--- src/common/periph_pkg.sv ---
/*
 * Shared constants for the APB peripheral subsystem.
 * Address bits 15:12 pick the block and bits 11:0 the register offset.
 * All registers are 32-bit words and only word offsets are decoded.
 */

package periph_pkg;

    localparam int DataWidth   = 32;
    localparam int AddrWidth   = 16;
    localparam int OffsetWidth = 12;   // Offset bits below the slot field

    typedef logic [DataWidth-1:0]             data_t;
    typedef logic [AddrWidth-1:0]             addr_t;
    typedef logic [OffsetWidth-1:0]           offset_t;
    typedef logic [AddrWidth-OffsetWidth-1:0] slot_t;

    // ----------------------------------------
    // Address slots
    // ----------------------------------------
    localparam slot_t SlotIrq   = 'd0;
    localparam slot_t SlotTimer = 'd1;
    localparam slot_t SlotGpio  = 'd2;

    // Timer bank, one stride per timer
    localparam int      TimerStride   = 16;
    localparam offset_t TimerCtrlOff  = 'h0;   // Bit 0 is the enable
    localparam offset_t TimerCountOff = 'h4;
    localparam offset_t TimerCmpOff   = 'h8;

    // GPIO
    localparam offset_t GpioLedOff = 'h0;
    localparam offset_t GpioSwOff  = 'h4;   // Read only

    // Interrupt controller
    localparam offset_t IrqEnableOff  = 'h0;
    localparam offset_t IrqPendingOff = 'h4;   // Read only
    localparam offset_t IrqClaimOff   = 'h8;   // Read clears the claimed source

    // Read value for unmapped space
    localparam data_t ErrorData = 32'hdead_beef;

endpackage

--- src/gpio/apb_gpio.sv ---
/*
 * LED output register and DIP switch input.
 * Switches go through two flops; any change of the synchronized value
 * pulses irq_o one cycle later. Writes to the switch word are dropped.
 */
`timescale 1ns/1ps

module apb_gpio import periph_pkg::*; #(
    parameter int LedWidth    = 8,
    parameter int SwitchWidth = 8
) (
    input  logic                   clk_i,
    input  logic                   rst_n_i,
    input  logic                   sel_i,
    input  logic                   penable_i,
    input  logic                   pwrite_i,
    input  offset_t                addr_i,
    input  data_t                  wdata_i,
    input  logic [SwitchWidth-1:0] switches_i,
    output data_t                  rdata_o,
    output logic                   bad_offset_o,
    output logic [LedWidth-1:0]    leds_o,
    output logic                   irq_o
);

    logic [LedWidth-1:0]    led_q;
    logic [SwitchWidth-1:0] sw_meta_q;
    logic [SwitchWidth-1:0] sw_sync_q;
    logic [SwitchWidth-1:0] sw_prev_q;
    logic                   irq_q;
    logic                   is_led;
    logic                   is_sw;
    logic                   led_wr;

    assign is_led = (addr_i == GpioLedOff);
    assign is_sw  = (addr_i == GpioSwOff);
    assign led_wr = sel_i & penable_i & pwrite_i & is_led;

    assign bad_offset_o = sel_i & ~(is_led | is_sw);

    always_comb begin
        rdata_o = '0;
        if (is_led) begin
            rdata_o = data_t'(led_q);
        end else if (is_sw) begin
            rdata_o = data_t'(sw_sync_q);
        end
    end

    always_ff @(posedge clk_i) begin
        if (!rst_n_i) begin
            led_q     <= '0;
            sw_meta_q <= '0;
            sw_sync_q <= '0;
            sw_prev_q <= '0;
            irq_q     <= 1'b0;
        end else begin
            if (led_wr) led_q <= wdata_i[LedWidth-1:0];
            sw_meta_q <= switches_i;   // Async input
            sw_sync_q <= sw_meta_q;
            sw_prev_q <= sw_sync_q;
            irq_q     <= |(sw_sync_q ^ sw_prev_q);
        end
    end

    assign leds_o = led_q;
    assign irq_o  = irq_q;

endmodule

--- src/logic/apb_decoder.sv ---
/*
 * APB slot decoder. Zero wait states, pready_o follows the access cycle.
 * Only the slot is checked here; blocks flag bad offsets themselves.
 */
`timescale 1ns/1ps

module apb_decoder import periph_pkg::*; (
    input  logic  clk_i,
    input  logic  rst_n_i,
    input  logic  psel_i,
    input  logic  penable_i,
    input  addr_t paddr_i,
    input  data_t irq_rdata_i,
    input  data_t timer_rdata_i,
    input  data_t gpio_rdata_i,
    input  logic  bad_offset_i,
    output logic  sel_irq_o,
    output logic  sel_timer_o,
    output logic  sel_gpio_o,
    output data_t prdata_o,
    output logic  pready_o,
    output logic  pslverr_o
);

    slot_t slot;
    logic  mapped;
    logic  access;

    assign slot   = paddr_i[AddrWidth-1:OffsetWidth];
    assign access = psel_i & penable_i;

    always_comb begin
        sel_irq_o   = 1'b0;
        sel_timer_o = 1'b0;
        sel_gpio_o  = 1'b0;
        mapped      = 1'b1;
        prdata_o    = ErrorData;
        case (slot)
            SlotIrq: begin
                sel_irq_o = psel_i;
                prdata_o  = irq_rdata_i;
            end
            SlotTimer: begin
                sel_timer_o = psel_i;
                prdata_o    = timer_rdata_i;
            end
            SlotGpio: begin
                sel_gpio_o = psel_i;
                prdata_o   = gpio_rdata_i;
            end
            default: mapped = 1'b0;
        endcase
        if (bad_offset_i) prdata_o = ErrorData;   // Block rejected the offset
    end

    assign pready_o  = access;
    assign pslverr_o = access & (~mapped | bad_offset_i);

    // Access phase must come right after a setup phase to the same address
    a_setup_before_access: assert property (@(posedge clk_i) disable iff (!rst_n_i)
        (psel_i && penable_i) |-> ($past(psel_i && !penable_i) && $stable(paddr_i)))
        else $error("APB access cycle without matching setup cycle");

endmodule

--- src/logic/periph_top.sv ---
/*
 * Peripheral subsystem top: APB decoder, timers, GPIO, interrupt controller.
 * Interrupt IDs: timers 1..NumTimers, GPIO NumTimers+1.
 */
`timescale 1ns/1ps

module periph_top import periph_pkg::*; #(
    parameter int NumTimers   = 2,
    parameter int LedWidth    = 8,
    parameter int SwitchWidth = 8
) (
    input  logic                   clk_i,
    input  logic                   rst_n_i,
    input  logic                   psel_i,
    input  logic                   penable_i,
    input  logic                   pwrite_i,
    input  addr_t                  paddr_i,
    input  data_t                  pwdata_i,
    input  logic [SwitchWidth-1:0] switches_i,
    output data_t                  prdata_o,
    output logic                   pready_o,
    output logic                   pslverr_o,
    output logic                   irq_o,
    output logic [LedWidth-1:0]    leds_o
);

    localparam int NumSources = NumTimers + 1;

    logic                  sel_irq;
    logic                  sel_timer;
    logic                  sel_gpio;
    data_t                 irq_rdata;
    data_t                 timer_rdata;
    data_t                 gpio_rdata;
    logic                  irq_bad;
    logic                  timer_bad;
    logic                  gpio_bad;
    logic [NumTimers-1:0]  timer_irq;
    logic                  gpio_irq;
    logic [NumSources-1:0] sources;

    assign sources = {gpio_irq, timer_irq};

    apb_decoder i_decoder (
        .clk_i         ( clk_i                            ),
        .rst_n_i       ( rst_n_i                          ),
        .psel_i        ( psel_i                           ),
        .penable_i     ( penable_i                        ),
        .paddr_i       ( paddr_i                          ),
        .irq_rdata_i   ( irq_rdata                        ),
        .timer_rdata_i ( timer_rdata                      ),
        .gpio_rdata_i  ( gpio_rdata                       ),
        .bad_offset_i  ( irq_bad | timer_bad | gpio_bad   ),
        .sel_irq_o     ( sel_irq                          ),
        .sel_timer_o   ( sel_timer                        ),
        .sel_gpio_o    ( sel_gpio                         ),
        .prdata_o      ( prdata_o                         ),
        .pready_o      ( pready_o                         ),
        .pslverr_o     ( pslverr_o                        )
    );

    apb_timer #(
        .NumTimers ( NumTimers )
    ) i_timer (
        .clk_i        ( clk_i                        ),
        .rst_n_i      ( rst_n_i                      ),
        .sel_i        ( sel_timer                    ),
        .penable_i    ( penable_i                    ),
        .pwrite_i     ( pwrite_i                     ),
        .addr_i       ( paddr_i[OffsetWidth-1:0]     ),
        .wdata_i      ( pwdata_i                     ),
        .rdata_o      ( timer_rdata                  ),
        .bad_offset_o ( timer_bad                    ),
        .irq_o        ( timer_irq                    )
    );

    apb_gpio #(
        .LedWidth    ( LedWidth    ),
        .SwitchWidth ( SwitchWidth )
    ) i_gpio (
        .clk_i        ( clk_i                        ),
        .rst_n_i      ( rst_n_i                      ),
        .sel_i        ( sel_gpio                     ),
        .penable_i    ( penable_i                    ),
        .pwrite_i     ( pwrite_i                     ),
        .addr_i       ( paddr_i[OffsetWidth-1:0]     ),
        .wdata_i      ( pwdata_i                     ),
        .switches_i   ( switches_i                   ),
        .rdata_o      ( gpio_rdata                   ),
        .bad_offset_o ( gpio_bad                     ),
        .leds_o       ( leds_o                       ),
        .irq_o        ( gpio_irq                     )
    );

    irq_ctrl #(
        .NumSources ( NumSources )
    ) i_irq_ctrl (
        .clk_i        ( clk_i                        ),
        .rst_n_i      ( rst_n_i                      ),
        .sel_i        ( sel_irq                      ),
        .penable_i    ( penable_i                    ),
        .pwrite_i     ( pwrite_i                     ),
        .addr_i       ( paddr_i[OffsetWidth-1:0]     ),
        .wdata_i      ( pwdata_i                     ),
        .sources_i    ( sources                      ),
        .rdata_o      ( irq_rdata                    ),
        .bad_offset_o ( irq_bad                      ),
        .irq_o        ( irq_o                        )
    );

endmodule

--- src/plic/irq_ctrl.sv ---
/*
 * Single-target interrupt controller, edge sources only, no priorities.
 * Source IDs start at 1; a claim read returns the lowest pending and
 * enabled ID, or 0, and clears that pending bit unless it pulses again.
 */
`timescale 1ns/1ps

module irq_ctrl import periph_pkg::*; #(
    parameter int NumSources = 3
) (
    input  logic                  clk_i,
    input  logic                  rst_n_i,
    input  logic                  sel_i,
    input  logic                  penable_i,
    input  logic                  pwrite_i,
    input  offset_t               addr_i,
    input  data_t                 wdata_i,
    input  logic [NumSources-1:0] sources_i,
    output data_t                 rdata_o,
    output logic                  bad_offset_o,
    output logic                  irq_o
);

    logic [NumSources-1:0] enable_q;
    logic [NumSources-1:0] pending_q;
    logic [NumSources-1:0] active;
    logic [NumSources-1:0] claim_mask;
    data_t                 claim_id;
    logic                  irq_q;
    logic                  access;
    logic                  enable_wr;
    logic                  claim_rd;

    assign active    = pending_q & enable_q;
    assign access    = sel_i & penable_i;
    assign enable_wr = access & pwrite_i & (addr_i == IrqEnableOff);
    assign claim_rd  = access & ~pwrite_i & (addr_i == IrqClaimOff);

    assign bad_offset_o = sel_i & ~((addr_i == IrqEnableOff)  ||
                                    (addr_i == IrqPendingOff) ||
                                    (addr_i == IrqClaimOff));

    // Scan downwards so the lowest active source is left standing
    always_comb begin
        claim_id   = '0;
        claim_mask = '0;
        for (int i = NumSources - 1; i >= 0; i--) begin
            if (active[i]) begin
                claim_id   = data_t'(i + 1);
                claim_mask = NumSources'(1) << i;
            end
        end
    end

    always_comb begin
        case (addr_i)
            IrqEnableOff:  rdata_o = data_t'(enable_q);
            IrqPendingOff: rdata_o = data_t'(pending_q);
            IrqClaimOff:   rdata_o = claim_id;
            default:       rdata_o = '0;
        endcase
    end

    always_ff @(posedge clk_i) begin
        if (!rst_n_i) begin
            enable_q  <= '0;
            pending_q <= '0;
            irq_q     <= 1'b0;
        end else begin
            if (enable_wr) enable_q <= wdata_i[NumSources-1:0];
            // A new pulse beats a claim of the same source
            pending_q <= (pending_q & ~({NumSources{claim_rd}} & claim_mask)) | sources_i;
            irq_q     <= |active;
        end
    end

    assign irq_o = irq_q;

    // irq_o is high one cycle after a claim would find a pending, enabled source
    a_irq_follows_claim: assert property (@(posedge clk_i) disable iff (!rst_n_i)
        irq_o == $past(claim_id != '0))
        else $error("irq_o disagrees with the claim result");

endmodule

--- src/timer/apb_timer.sv ---
/*
 * Bank of free-running compare timers, TimerStride bytes per timer.
 * An enabled timer counts up and wraps to 0 after it matches compare,
 * so irq_o[t] pulses for one cycle every compare+1 cycles.
 */
`timescale 1ns/1ps

module apb_timer import periph_pkg::*; #(
    parameter int NumTimers = 2
) (
    input  logic                 clk_i,
    input  logic                 rst_n_i,
    input  logic                 sel_i,
    input  logic                 penable_i,
    input  logic                 pwrite_i,
    input  offset_t              addr_i,
    input  data_t                wdata_i,
    output data_t                rdata_o,
    output logic                 bad_offset_o,
    output logic [NumTimers-1:0] irq_o
);

    localparam int StrideBits = $clog2(TimerStride);
    localparam int IdxWidth   = OffsetWidth - StrideBits;

    logic [IdxWidth-1:0]   idx;
    logic [StrideBits-1:0] word;
    logic [NumTimers-1:0]  hit;   // One-hot timer select
    logic                  word_ok;
    logic                  wr_en;

    logic [NumTimers-1:0] en_q;
    data_t                count_q [NumTimers];
    data_t                cmp_q   [NumTimers];

    assign idx  = addr_i[OffsetWidth-1:StrideBits];
    assign word = addr_i[StrideBits-1:0];

    assign word_ok = (word == TimerCtrlOff[StrideBits-1:0])  ||
                     (word == TimerCountOff[StrideBits-1:0]) ||
                     (word == TimerCmpOff[StrideBits-1:0]);

    assign bad_offset_o = sel_i & ~((|hit) & word_ok);
    assign wr_en        = sel_i & penable_i & pwrite_i & (|hit) & word_ok;

    // ----------------------------------------
    // Timer select, read mux and match
    // ----------------------------------------
    always_comb begin
        rdata_o = '0;
        for (int t = 0; t < NumTimers; t++) begin
            hit[t]   = (idx == IdxWidth'(t));
            irq_o[t] = en_q[t] && (count_q[t] == cmp_q[t]);
            if (hit[t]) begin
                if (word == TimerCtrlOff[StrideBits-1:0]) begin
                    rdata_o = data_t'(en_q[t]);
                end else if (word == TimerCountOff[StrideBits-1:0]) begin
                    rdata_o = count_q[t];
                end else if (word == TimerCmpOff[StrideBits-1:0]) begin
                    rdata_o = cmp_q[t];
                end
            end
        end
    end

    // ----------------------------------------
    // Counters and register writes
    // ----------------------------------------
    always_ff @(posedge clk_i) begin
        if (!rst_n_i) begin
            en_q <= '0;
            for (int t = 0; t < NumTimers; t++) begin
                count_q[t] <= '0;
                cmp_q[t]   <= '0;
            end
        end else begin
            for (int t = 0; t < NumTimers; t++) begin
                if (irq_o[t]) begin
                    count_q[t] <= '0;   // Wrap on match
                end else if (en_q[t]) begin
                    count_q[t] <= count_q[t] + 1'b1;
                end
                // Software write overrides counting
                if (wr_en && hit[t]) begin
                    if (word == TimerCtrlOff[StrideBits-1:0])  en_q[t]    <= wdata_i[0];
                    if (word == TimerCountOff[StrideBits-1:0]) count_q[t] <= wdata_i;
                    if (word == TimerCmpOff[StrideBits-1:0])   cmp_q[t]   <= wdata_i;
                end
            end
        end
    end

endmodule

--- config.mk ---
export PLATFORM = sky130hd
export DESIGN_NAME = periph_top
export DESIGN_NICKNAME = d
export VERILOG_FILES = /design/src/common/periph_pkg.sv /design/src/gpio/apb_gpio.sv /design/src/logic/apb_decoder.sv /design/src/logic/periph_top.sv /design/src/plic/irq_ctrl.sv /design/src/timer/apb_timer.sv
export SDC_FILE = /design/constraint.sdc
export NUM_CORES = 1
export LEC_CHECK = 0
export BUFFER_PORTS_ARGS = -buffer_cell sky130_fd_sc_hd__buf_2
export CORE_MARGIN = 2
export CORE_UTILIZATION = 35
export CTS_CLUSTER_DIAMETER = 50
export DETAILED_ROUTE_END_ITERATION = 10
export GPL_TIMING_DRIVEN = 0
export PLACE_DENSITY = 0.61
export SYNTH_ARGS = -nofsm -noshare
export SYNTH_HDL_FRONTEND = slang
export SYNTH_SLANG_ARGS = --single-unit
--- constraint.sdc ---
create_clock -name clk_i -period 4.6 [get_ports clk_i]
set_clock_uncertainty 0.05 [all_clocks]
set_input_delay 0.23 -clock clk_i [delete_from_list [all_inputs] [get_ports clk_i]]
set_output_delay 0.23 -clock clk_i [all_outputs]
set_load 0.005 [all_outputs]
==> results of run 1 <==
## cell type report
| type | count | area [um2] |
|---|---|---|
| Buffer | 61 | 248 |
| Fill cell | 2758 | 16100 |
| Timing Repair Buffer | 111 | 628 |
| Tap cell | 378 | 473 |
| Clock buffer | 17 | 425 |
| Multi-Input combinational cell | 736 | 4820 |
| Inverter | 7 | 26.3 |
| Clock inverter | 15 | 171 |
| Sequential cell | 170 | 4680 |
## cells by family (layout without fill, tap and decap cells)
| logic type | Yosys count | after routing | synth area share [%] |
|---|---|---|---|
| buf+inv | 68 | 211 | 2.81 |
| flops | 170 | 170 | 48.0 |
| fa+ha+maj | 2 | 2 | 0.257 |
| mux | 43 | 43 | 4.41 |
| simple gates | 414 | 414 | 22.3 |
| xor+xnor | 132 | 132 | 11.9 |
| compound gates | 145 | 145 | 10.3 |
## layout by cell type (no fill, tap or decap), drive strengths merged, types with 42 or more instances in the layout
cell,synthesis,routed
nand3,58,58
buf,16,119
edfxtp,128,128
mux2i,43,43
nand2,127,127
clkbuf,45,62
and2,57,57
dfxtp,42,42
xor2,70,70
xnor2,62,62
## layer usage
| metal | vias up | part of all wire [%] | routed length, um | global-route usage, % |
|---|---|---|---|---|
| met2 | 333 | 47 | 15100 | 36.3 |
| met3 | 68 | 7.3 | 2350 | 3.40 |
| met4 | 0 | 3.5 | 1110 | 8.47 |
| li1 | 3833 | - | - | - |
| met1 | 4070 | 42 | 13600 | 29.7 |
| met5 | - | 0 | 0 | 0 |
## timing repair
item	in CTS	in global routing
resized for setup	0	0
hold buffers	8	0
hold endpoints to repair	8	0
## worst max-delay path, cell delays in order
cell and delay [ps]:
buf_2 100, nor4_1 700, nand2_1 280, o311ai_1 450, nand3_1 120, a31oi_1 660, buf_2 420, o21ai_1 170
buf_2 170
## power groups by stage
stage | clock [uW] | sequential [uW] | combinational [uW]
after global placement | 0 | 1820 | 299
after CTS | 1470 | 1790 | 312
after global routing | 1530 | 1800 | 338
after floorplan | 0 | 1800 | 169
final | 1470 | 1790 | 318
after detailed placement | 0 | 1820 | 305
## stage by stage
step / hold WS, ps / std cells / power, uW
2_1_floorplan: 307 / 974 / 1970
3_3_place_gp: 363 / 1453 / 2120
3_5_place_dp: 368 / 1455 / 2130
4_1_cts: 90.6 / 1495 / 3570
5_1_grt: 92.2 / 1495 / 3670
6_report: 102 / 1495 / 3580
## state kept, by name, summed over array words and instances (netlist names)
signal / count
i_gpio.sw_meta_q: 8
i_timer.count_q: 64
i_gpio.leds_o: 8
i_irq_ctrl.pending_q: 3
i_timer.en_q: 2
i_irq_ctrl.enable_q: 3
i_irq_ctrl.irq_o: 1
i_gpio.sw_prev_q: 8
i_gpio.sw_sync_q: 8
i_timer.cmp_q: 64
i_gpio.irq_o: 1
## how the worst min path moves through the flow
stage                                      to  slack (ps)  depth (start not counted)
6_report        i_gpio.leds_o[3]$_SDFFE_PN0P_         100                          3
3_3_place_gp   i_gpio.sw_sync_q[3]$_SDFF_PN0_         360                          1
2_1_floorplan  i_gpio.sw_meta_q[0]$_SDFF_PN0_         310                          1
4_1_cts         i_gpio.leds_o[3]$_SDFFE_PN0P_          90                          3
5_1_grt         i_gpio.leds_o[3]$_SDFFE_PN0P_          90                          3
3_5_place_dp   i_gpio.sw_sync_q[5]$_SDFF_PN0_         370                          1
==> results.md, run 1 <==
- Final setup TNS: 0 ps
- Die area: roughly 29000 um2
- Fin crit share: about 78%
- GRT Total Usage: approximately 22%
- Minimum clock period: 3580 ps
- Pins Over Slew Limit: 0
- CP startpoint kind: primary input
- GP Congestion: 0.937
- Switch Pwr: 1010 uW
- Largest net degree at the start of global routing: 33
- Port bufs: 101
- RSZ-0062 raised after global routing: no
- Min-delay src: pwdata_i[3]
- First-pass GRT wire length: ~48000 um
- DRT iter0 DRCs: 1015
- I/O Pins: 104
- Yosys warnings: 0
- Clock Sinks: 170
- R2R cell count: 8
- Clock Tree Buf Depth: 2
- Pwr Density: a little over 300 nW/um2
- Initial antenna violation count: 0
- DIE HEIGHT: between 150 and 200 um
- Sequential share of the synthesized area: around half
- P_leak: 0.00438 uW
- DR vias/cell: 5.55
- Core Rows: 61
- Max-slew headroom: ~37%
- Share of layout cells above drive strength 1: 15.0%
- Hold Crit Class: in -> reg
- Combinational fraction of design power: 8.9%
- Worst Path Required: 4320 ps
- Drt pass-1 iters: 6
- Synth Register Bits: 170
- Worst vdd ir: 0.000258 V
- Final WL: around 32000 um
- Post-synthesis cell area: between 9000 and 10000 um2
- CTS tree: done
- DRC Markers: 0
- Int Power: 2570 uW
- Net Sw Frac: 28.1%
- Outcome: finished clean
- Fin util: about 42%
- Area leader, netlist: edfxtp_1
- FF-to-FF End: i_timer.count_q[1][29]$_SDFFCE_PN0P_
- Setup bufs post-CTS: 0
- Clock Power Share: a little over 40%
- Top cell type's share of synthesized area: 39.4%
- Total congestion overflow: 0
- Final Setup Violations: 0
- R2R setup slack: 1460 ps
- Critical path endpoint: prdata_o[30]
- Post-synthesis net count: 1037
- Antenna-violating nets left: 0
- Clock latency at the later pin of the worst-skew pair: 440 ps
- Final hold vios: 0
- WL/cell: roughly 21 um
- Setup slack after layout: a little over 1000 ps
- Final nets: 1167
- Initial Util: 35.3%
- Peak Freq: about 280 MHz
- Htree depth: 4
- Placement Setup Slack: 639 ps
- Syn Area/Cell: about 10 um2
- Fin area: 11500 um2
- CTS root buf: clkbuf_16
- Ys async rst share: 0%
- TritonCTS Buffers: 17
- Worst setup path category: in -> out
- Clock transition at path regs: 80 ps
- Most numerous cell in the Yosys netlist: edfxtp_1
- Area grow syn2layout: 17.7%
- DP Area: 10800 um2
- Cells after synthesis: 974
- Via count: between 8000 and 9000
- Synth cell types: 57
- Commonest cells in the netlist: edfxtp_1 (128), nand2_1 (127), xor2_1 (70), xnor2_1 (62)
- CP Launch Point: paddr_i[9]
- CP max FO: 10
- Max Cap Violations: 0
- Sequential Power Share: about half
- CP Capture Type: primary output
- Vias in the first global route: between 8000 and 9000
- Worst Tran Pin Value: 932 ps
- Die Wd: 171 um
- Crit path DAT: around 3300 ps
- Antenna diodes: 0
- Post-synth top flop: edfxtp_1
- Reg2reg start: i_timer.count_q[1][10]$_SDFFCE_PN0P_
- Synth top area cells: edfxtp_1 (39%), dfxtp_1 (8.6%), xor2_1 (6.3%), xnor2_1 (5.6%), nand2_1 (4.9%)
- Core Region: 27600 um2
- Post-DP HPWL: about 25000 um
- Number of synthesized flops with an enable pin: 128
Power figures use the tool's default switching activity.
==> run 2: changes to the inputs <==
Settings changed: PLACE_DENSITY 0.61 to 0.63.
Clock period 4.6 ns to 3.25 ns, I/O delays scaled along.
==> run 2 against run 1 <==
Effect of this change: design area is 0.47% higher; global-route usage is 0.18 points lower; worst setup slack worse by 980 ps; flip-flop and latch count stayed put; largest cell class unchanged; largest power group unchanged; highest routed layer unchanged.
==> results.md, run 2 (synthesis gave the netlist of run 1 again) <==
- Post-DP HPWL: 24800 um
- Worst vdd ir: 0.000374 V
- CP Capture Type: flip-flop
- Htree depth: 4
- Antenna-violating nets left: 0
- Max-slew headroom: 35.4%
- DRC Markers: 0
- Final nets: 1170
- GRT Total Usage: 22.0%
- GP Congestion: about 1
- Final WL: 32000 um
- Clock Sinks: 170
- Worst Tran Pin Value: 960 ps
- Total congestion overflow: 0
- I/O Pins: around 100
- Die area: 29200 um2
- Crit path DAT: 3340 ps
- Worst setup path category: reg -> reg
- First-pass GRT wire length: 47500 um
- RSZ-0062 raised after global routing: yes
- Final setup TNS: 0 ps
- Placement Setup Slack: -567 ps
- TritonCTS Buffers: 17
- Drt pass-1 iters: 7
- CTS root buf: clkbuf_16
- DIE HEIGHT: 171 um
- Outcome: finished clean
- Largest regs: i_timer.cmp_q (64), i_timer.count_q (64)
- CTS tree: done
- Worst Hold Depth: 3
- Initial Util: between 30% and 40%
- Worst Path Required: 3380 ps
- R2R cell count: 8
- Non-Filler Instances: 1499
- Flip-flop and latch area: 4680 um2
- Initial antenna violation count: 2
- Total power: 5060 uW
- Share of layout cells above drive strength 1: 15.6%
- DP Area: 10800 um2
- DR vias/cell: 5.50
- P_leak: around 0.0044 uW
- Port bufs: 101
- Largest net degree at the start of global routing: 33
- CP startpoint kind: flip-flop
- Area grow syn2layout: 18.2%
- Clock latency at the later pin of the worst-skew pair: ~440 ps
- Pwr Density: 439 nW/um2
- Fillers: about 2700
- Final hold vios: 0
- CP max FO: 10
- Hold Crit Class: in -> reg
- Placed cell count: around 1500
- Clock Tree Buf Depth: 2
- Setup slack after layout: 36.2 ps
- Peak Freq: roughly 310 MHz
- WL/cell: 21.4 um
- Commonest non-fill, non-tap cells in the layout: edfxtp_1 (128), nand2_1 (127), buf_2 (115)
- Most common cell after layout, fill and taps aside: edfxtp_1
- Core Rows: 61
- Final Setup Violations: 0
- Via count: 8250
- Die Wd: 171 um
- DRT iter0 DRCs: 1019
- Clock transition at path regs: 80 ps
- Core Region: 27600 um2
- Max Cap Violations: 0
- Minimum clock period: between 3000 and 4000 ps
- Vias in the first global route: 8040
- Fin area: 11500 um2
- Pins Over Slew Limit: 0
- Multi-input logic area: 4850 um2
- Fin crit share: 98.9%
-- run 2: final cells by class --
cell class,instances,area share [%]
Sequential cell,170,40.6
Buffer,61,2.15
Inverter,7,0.228
Clock inverter,15,1.51
Tap cell,378,4.10
Clock buffer,17,3.69
Antenna cell,1,0.0217
Multi-Input combinational cell,736,42.0
Timing Repair Buffer,114,5.64
-- run 2: power breakdown --
part	leakage, uW	total, uW	internal [uW]	switching [uW]
clock network	0.000295	2070	1040	1030
registers	0.00156	2540	2430	109
logic	0.00255	450	171	278
total	0.00440	5060	3640	1420
-- run 2: metrics by stage --
step	hold slack, ps	util [%]
floorplan	240	-
global placement	325	38.9
detailed placement	327	39.1
CTS	22.5	41.6
global route	37.9	41.7
finish	33.0	41.7
-- run 2: final timing paths --
kind	startpoint	end	slack, ps
setup reg to reg	i_timer.count_q[0][5]$_SDFFCE_PP0P_	i_timer.count_q[0][7]$_SDFFCE_PP0P_	40
setup / recovery	i_timer.count_q[0][5]$_SDFFCE_PP0P_	i_timer.count_q[0][7]$_SDFFCE_PP0P_	40
hold reg to reg	i_gpio.sw_meta_q[7]$_SDFF_PN0_	i_gpio.sw_sync_q[7]$_SDFF_PN0_	380
hold / removal	pwdata_i[27]	i_timer.count_q[0][27]$_SDFFCE_PP0P_	30
-- run 2: per-layer routing --
metal / global-route usage [%] / up-vias / share of wire (%)
met5: 0 / - / 0
met4: 9.54 / 0 / 3.8
met3: 3.61 / 70 / 9.0
met2: 35.7 / 377 / 47
met1: 29.1 / 3977 / 41
li1: - / 3826 / -
-- run 2: repair_timing --
item | in CTS | in global routing
endpoints found under the hold margin | 8 | 0
resized for setup | 3 | 3
hold buffers | 8 | 0
setup buffers | 0 | 3
endpoints found under the setup margin | 42 | 42
pin swaps | 0 | 1
-- run 2: worst max-delay path, stage by stage (launching register included) --
cell and delay [ps]:
edfxtp_1 380, clkbuf_1 260, xnor2_1 370, nand4_1 210
nor4_1 730, a21oi_1 410, clkbuf_1 340, nand3_1 160
nand2_1 60
==> run 3: changes to the inputs <==
Settings changed: BUFFER_PORTS_ARGS -buffer_cell sky130_fd_sc_hd__buf_2 to -buffer_cell sky130_fd_sc_hd__clkbuf_2, PLACE_DENSITY 0.63 to 0.61.
==> run 3 against run 2 <==
Effect of this change: first-iteration DRC count shrank 2.8%; sequential power is essentially flat; sequential share of layout area shrank 0.11 points; routed wire length grew 1.2%; hold slack gained 6.2 ps; clock power is essentially flat; utilization grew 0.11 points; via count grew 0.36%; die area is the same; design area grew 0.26%; count of clock-buffer cells in the layout is the same; critical endpoint is now prdata_o[6]; largest cell class unchanged; largest power group unchanged; highest routed layer unchanged.
==> results.md, run 3 (synthesis gave the netlist of run 1 again) <==
- Outcome: finished clean
- Initial Util: 35.3%
- Pwr Density: 440 nW/um2
- RSZ-0062 raised after global routing: no
- Setup slack after layout: 246 ps
- Final nets: 1171
- Via count: 8280
- Largest net degree at the start of global routing: 33
- WL/cell: 21.6 um
- Crit-path cells: clkbuf_2, nor3_1, nand2_1, o311ai_1, nand3_1, a31oi_2, buf_2, o211ai_1, clkbuf_2
- Core Rows: 61
- DRT iter0 DRCs: 990
- DR vias/cell: 5.52
- CP startpoint kind: primary input
- Fin crit share: 92.4%
- GRT Total Usage: 22.3%
- Bufs and invs on worst path: 3
- Crit path max-delay family: compound AO/OA/AOI/OAI gates
- Max-slew headroom: a little under two fifths
- Final WL: 32400 um
- TritonCTS Buffers: 17
- Fin util: 41.9%
- Minimum clock period: 3000 ps
- Largest regs: i_timer.cmp_q (64), i_timer.count_q (64)
- Commonest non-fill, non-tap cells in the layout: edfxtp_1 (128), nand2_1 (127), clkbuf_2 (102)
- Cell repeated most along the worst path: clkbuf_2
- Max stage delay on crit path: 520 ps
- Worst Tran Pin Value: 940 ps
- DRC Markers: 0
- Peak Freq: ~330 MHz
- Post-DP HPWL: 25300 um
- Total congestion overflow: 0
- Area grow syn2layout: 18.5%
- Clock Tree Buf Depth: 2
- Drt pass-1 iters: 5
- Htree depth: 4
- CTS root buf: clkbuf_16
- CTS tree: done
- Most common cell after layout, fill and taps aside: edfxtp_1
- DIE HEIGHT: 171 um
- Pins Over Slew Limit: 0
- Hold Crit Class: in -> reg
- Port bufs: between 100 and 150
- Placed cell count: 1456
- Worst path slowest cell: nor3_1
- GP Congestion: 0.952
- Multi-input logic area: approximately 4800 um2
- Core Region: 27600 um2
- Worst Path Required: 3040 ps
- CP max FO: 10
- Antenna-violating nets left: 0
- Fillers: 2697
- P_leak: around 0.0044 uW
- Clock transition at path regs: 70 ps
- I/O Pins: 104
- Share of layout cells above drive strength 1: 15.8%
- CP Capture Type: primary output
- Clock latency at the later pin of the worst-skew pair: 440 ps
- Flip-flop and latch area: 4680 um2
- Die Wd: approximately 170 um
- Worst vdd ir: 0.000397 V
- Vias in the first global route: 7736
- Final Setup Violations: 0
- Max Cap Violations: 0
- Clock Sinks: 170
- Final hold vios: 0
- Crit path DAT: 2790 ps
- Die area: 29200 um2
- Worst setup path category: in -> out
- Initial antenna violation count: 0
- Placement Setup Slack: -561 ps
- Non-Filler Instances: 1500
- First-pass GRT wire length: around 48000 um
run 3: cell count changes in the layout (fill, tap and decap cells not counted), sizes merged:
cell | previous run | this run
buf | 122 | 22
clkbuf | 62 | 163
clkinv | 7 | 8
inv | 15 | 14
run 3: tightest hold or removal path, stage by stage:
cell      delay [ps]
clkbuf_2         140
nand2_1           60
o21ai_1           60
run 3: through the flow:
stage | cell area (um2) | TNS [ps] | hold WS (ps) | power [uW]
final | 11600 | 0 | 39.2 | 5090
after detailed placement | 10800 | -29660 | 324 | 3020
after global placement | 10700 | -77860 | 321 | 3010
after CTS | 11500 | 0 | 26.9 | 5100
after floorplan | 9760 | 0 | 240 | 2780
after global routing | 11600 | 0 | 50.8 | 5230
run 3: worst paths after layout:
| kind | endpoint | from | slack [ps] | cells past startpoint |
|---|---|---|---|---|
| hold / removal | i_timer.count_q[1][24]$_SDFFCE_PN0P_ | pwdata_i[24] | 40 | 3 |
| setup reg to reg | i_timer.count_q[0][5]$_SDFFCE_PP0P_ | i_timer.count_q[0][5]$_SDFFCE_PP0P_ | 340 | 8 |
| hold reg to reg | i_gpio.sw_sync_q[2]$_SDFF_PN0_ | i_gpio.sw_meta_q[2]$_SDFF_PN0_ | 380 | 1 |
| setup / recovery | prdata_o[6] | paddr_i[5] | 250 | 9 |
run 3: what timing repair did:
item                                   4_1_cts  5_1_grt
gates resized for setup                      3        3
gates cloned                                 0        0
endpoints found under the hold margin        8        0
pin swaps                                    0        1
setup endpoints to repair                   40       33
buffers inserted                             0        3
hold buffers                                 8        0
run 3: power by group:
| group | switching [uW] | leakage (uW) | internal [uW] |
|---|---|---|---|
| Clock | 1050 | 0.000294 | 1040 |
| Combinational | 283 | 0.00258 | 174 |
| Sequential | 108 | 0.00156 | 2430 |
run 3: final cells by class:
| cell class | instances | share of cell area (%) |
|---|---|---|
| Multi-Input combinational cell | 736 | 41.9 |
| Tap cell | 378 | 4.09 |
| Inverter | 7 | 0.227 |
| Clock inverter | 15 | 1.53 |
| Buffer | 61 | 2.14 |
| Antenna cell | 1 | 0.0216 |
| Sequential cell | 170 | 40.5 |
| Clock buffer | 17 | 3.68 |
| Timing Repair Buffer | 115 | 5.86 |
run 3: routing by layer:
layer | vias up | track usage (%) | part of all wire, %
met3 | 55 | 3.65 | 8.0
met4 | 0 | 8.77 | 3.5
met1 | 4014 | 30.9 | 43
met2 | 364 | 34.9 | 46
met5 | - | 0 | 0
li1 | 3847 | - | -
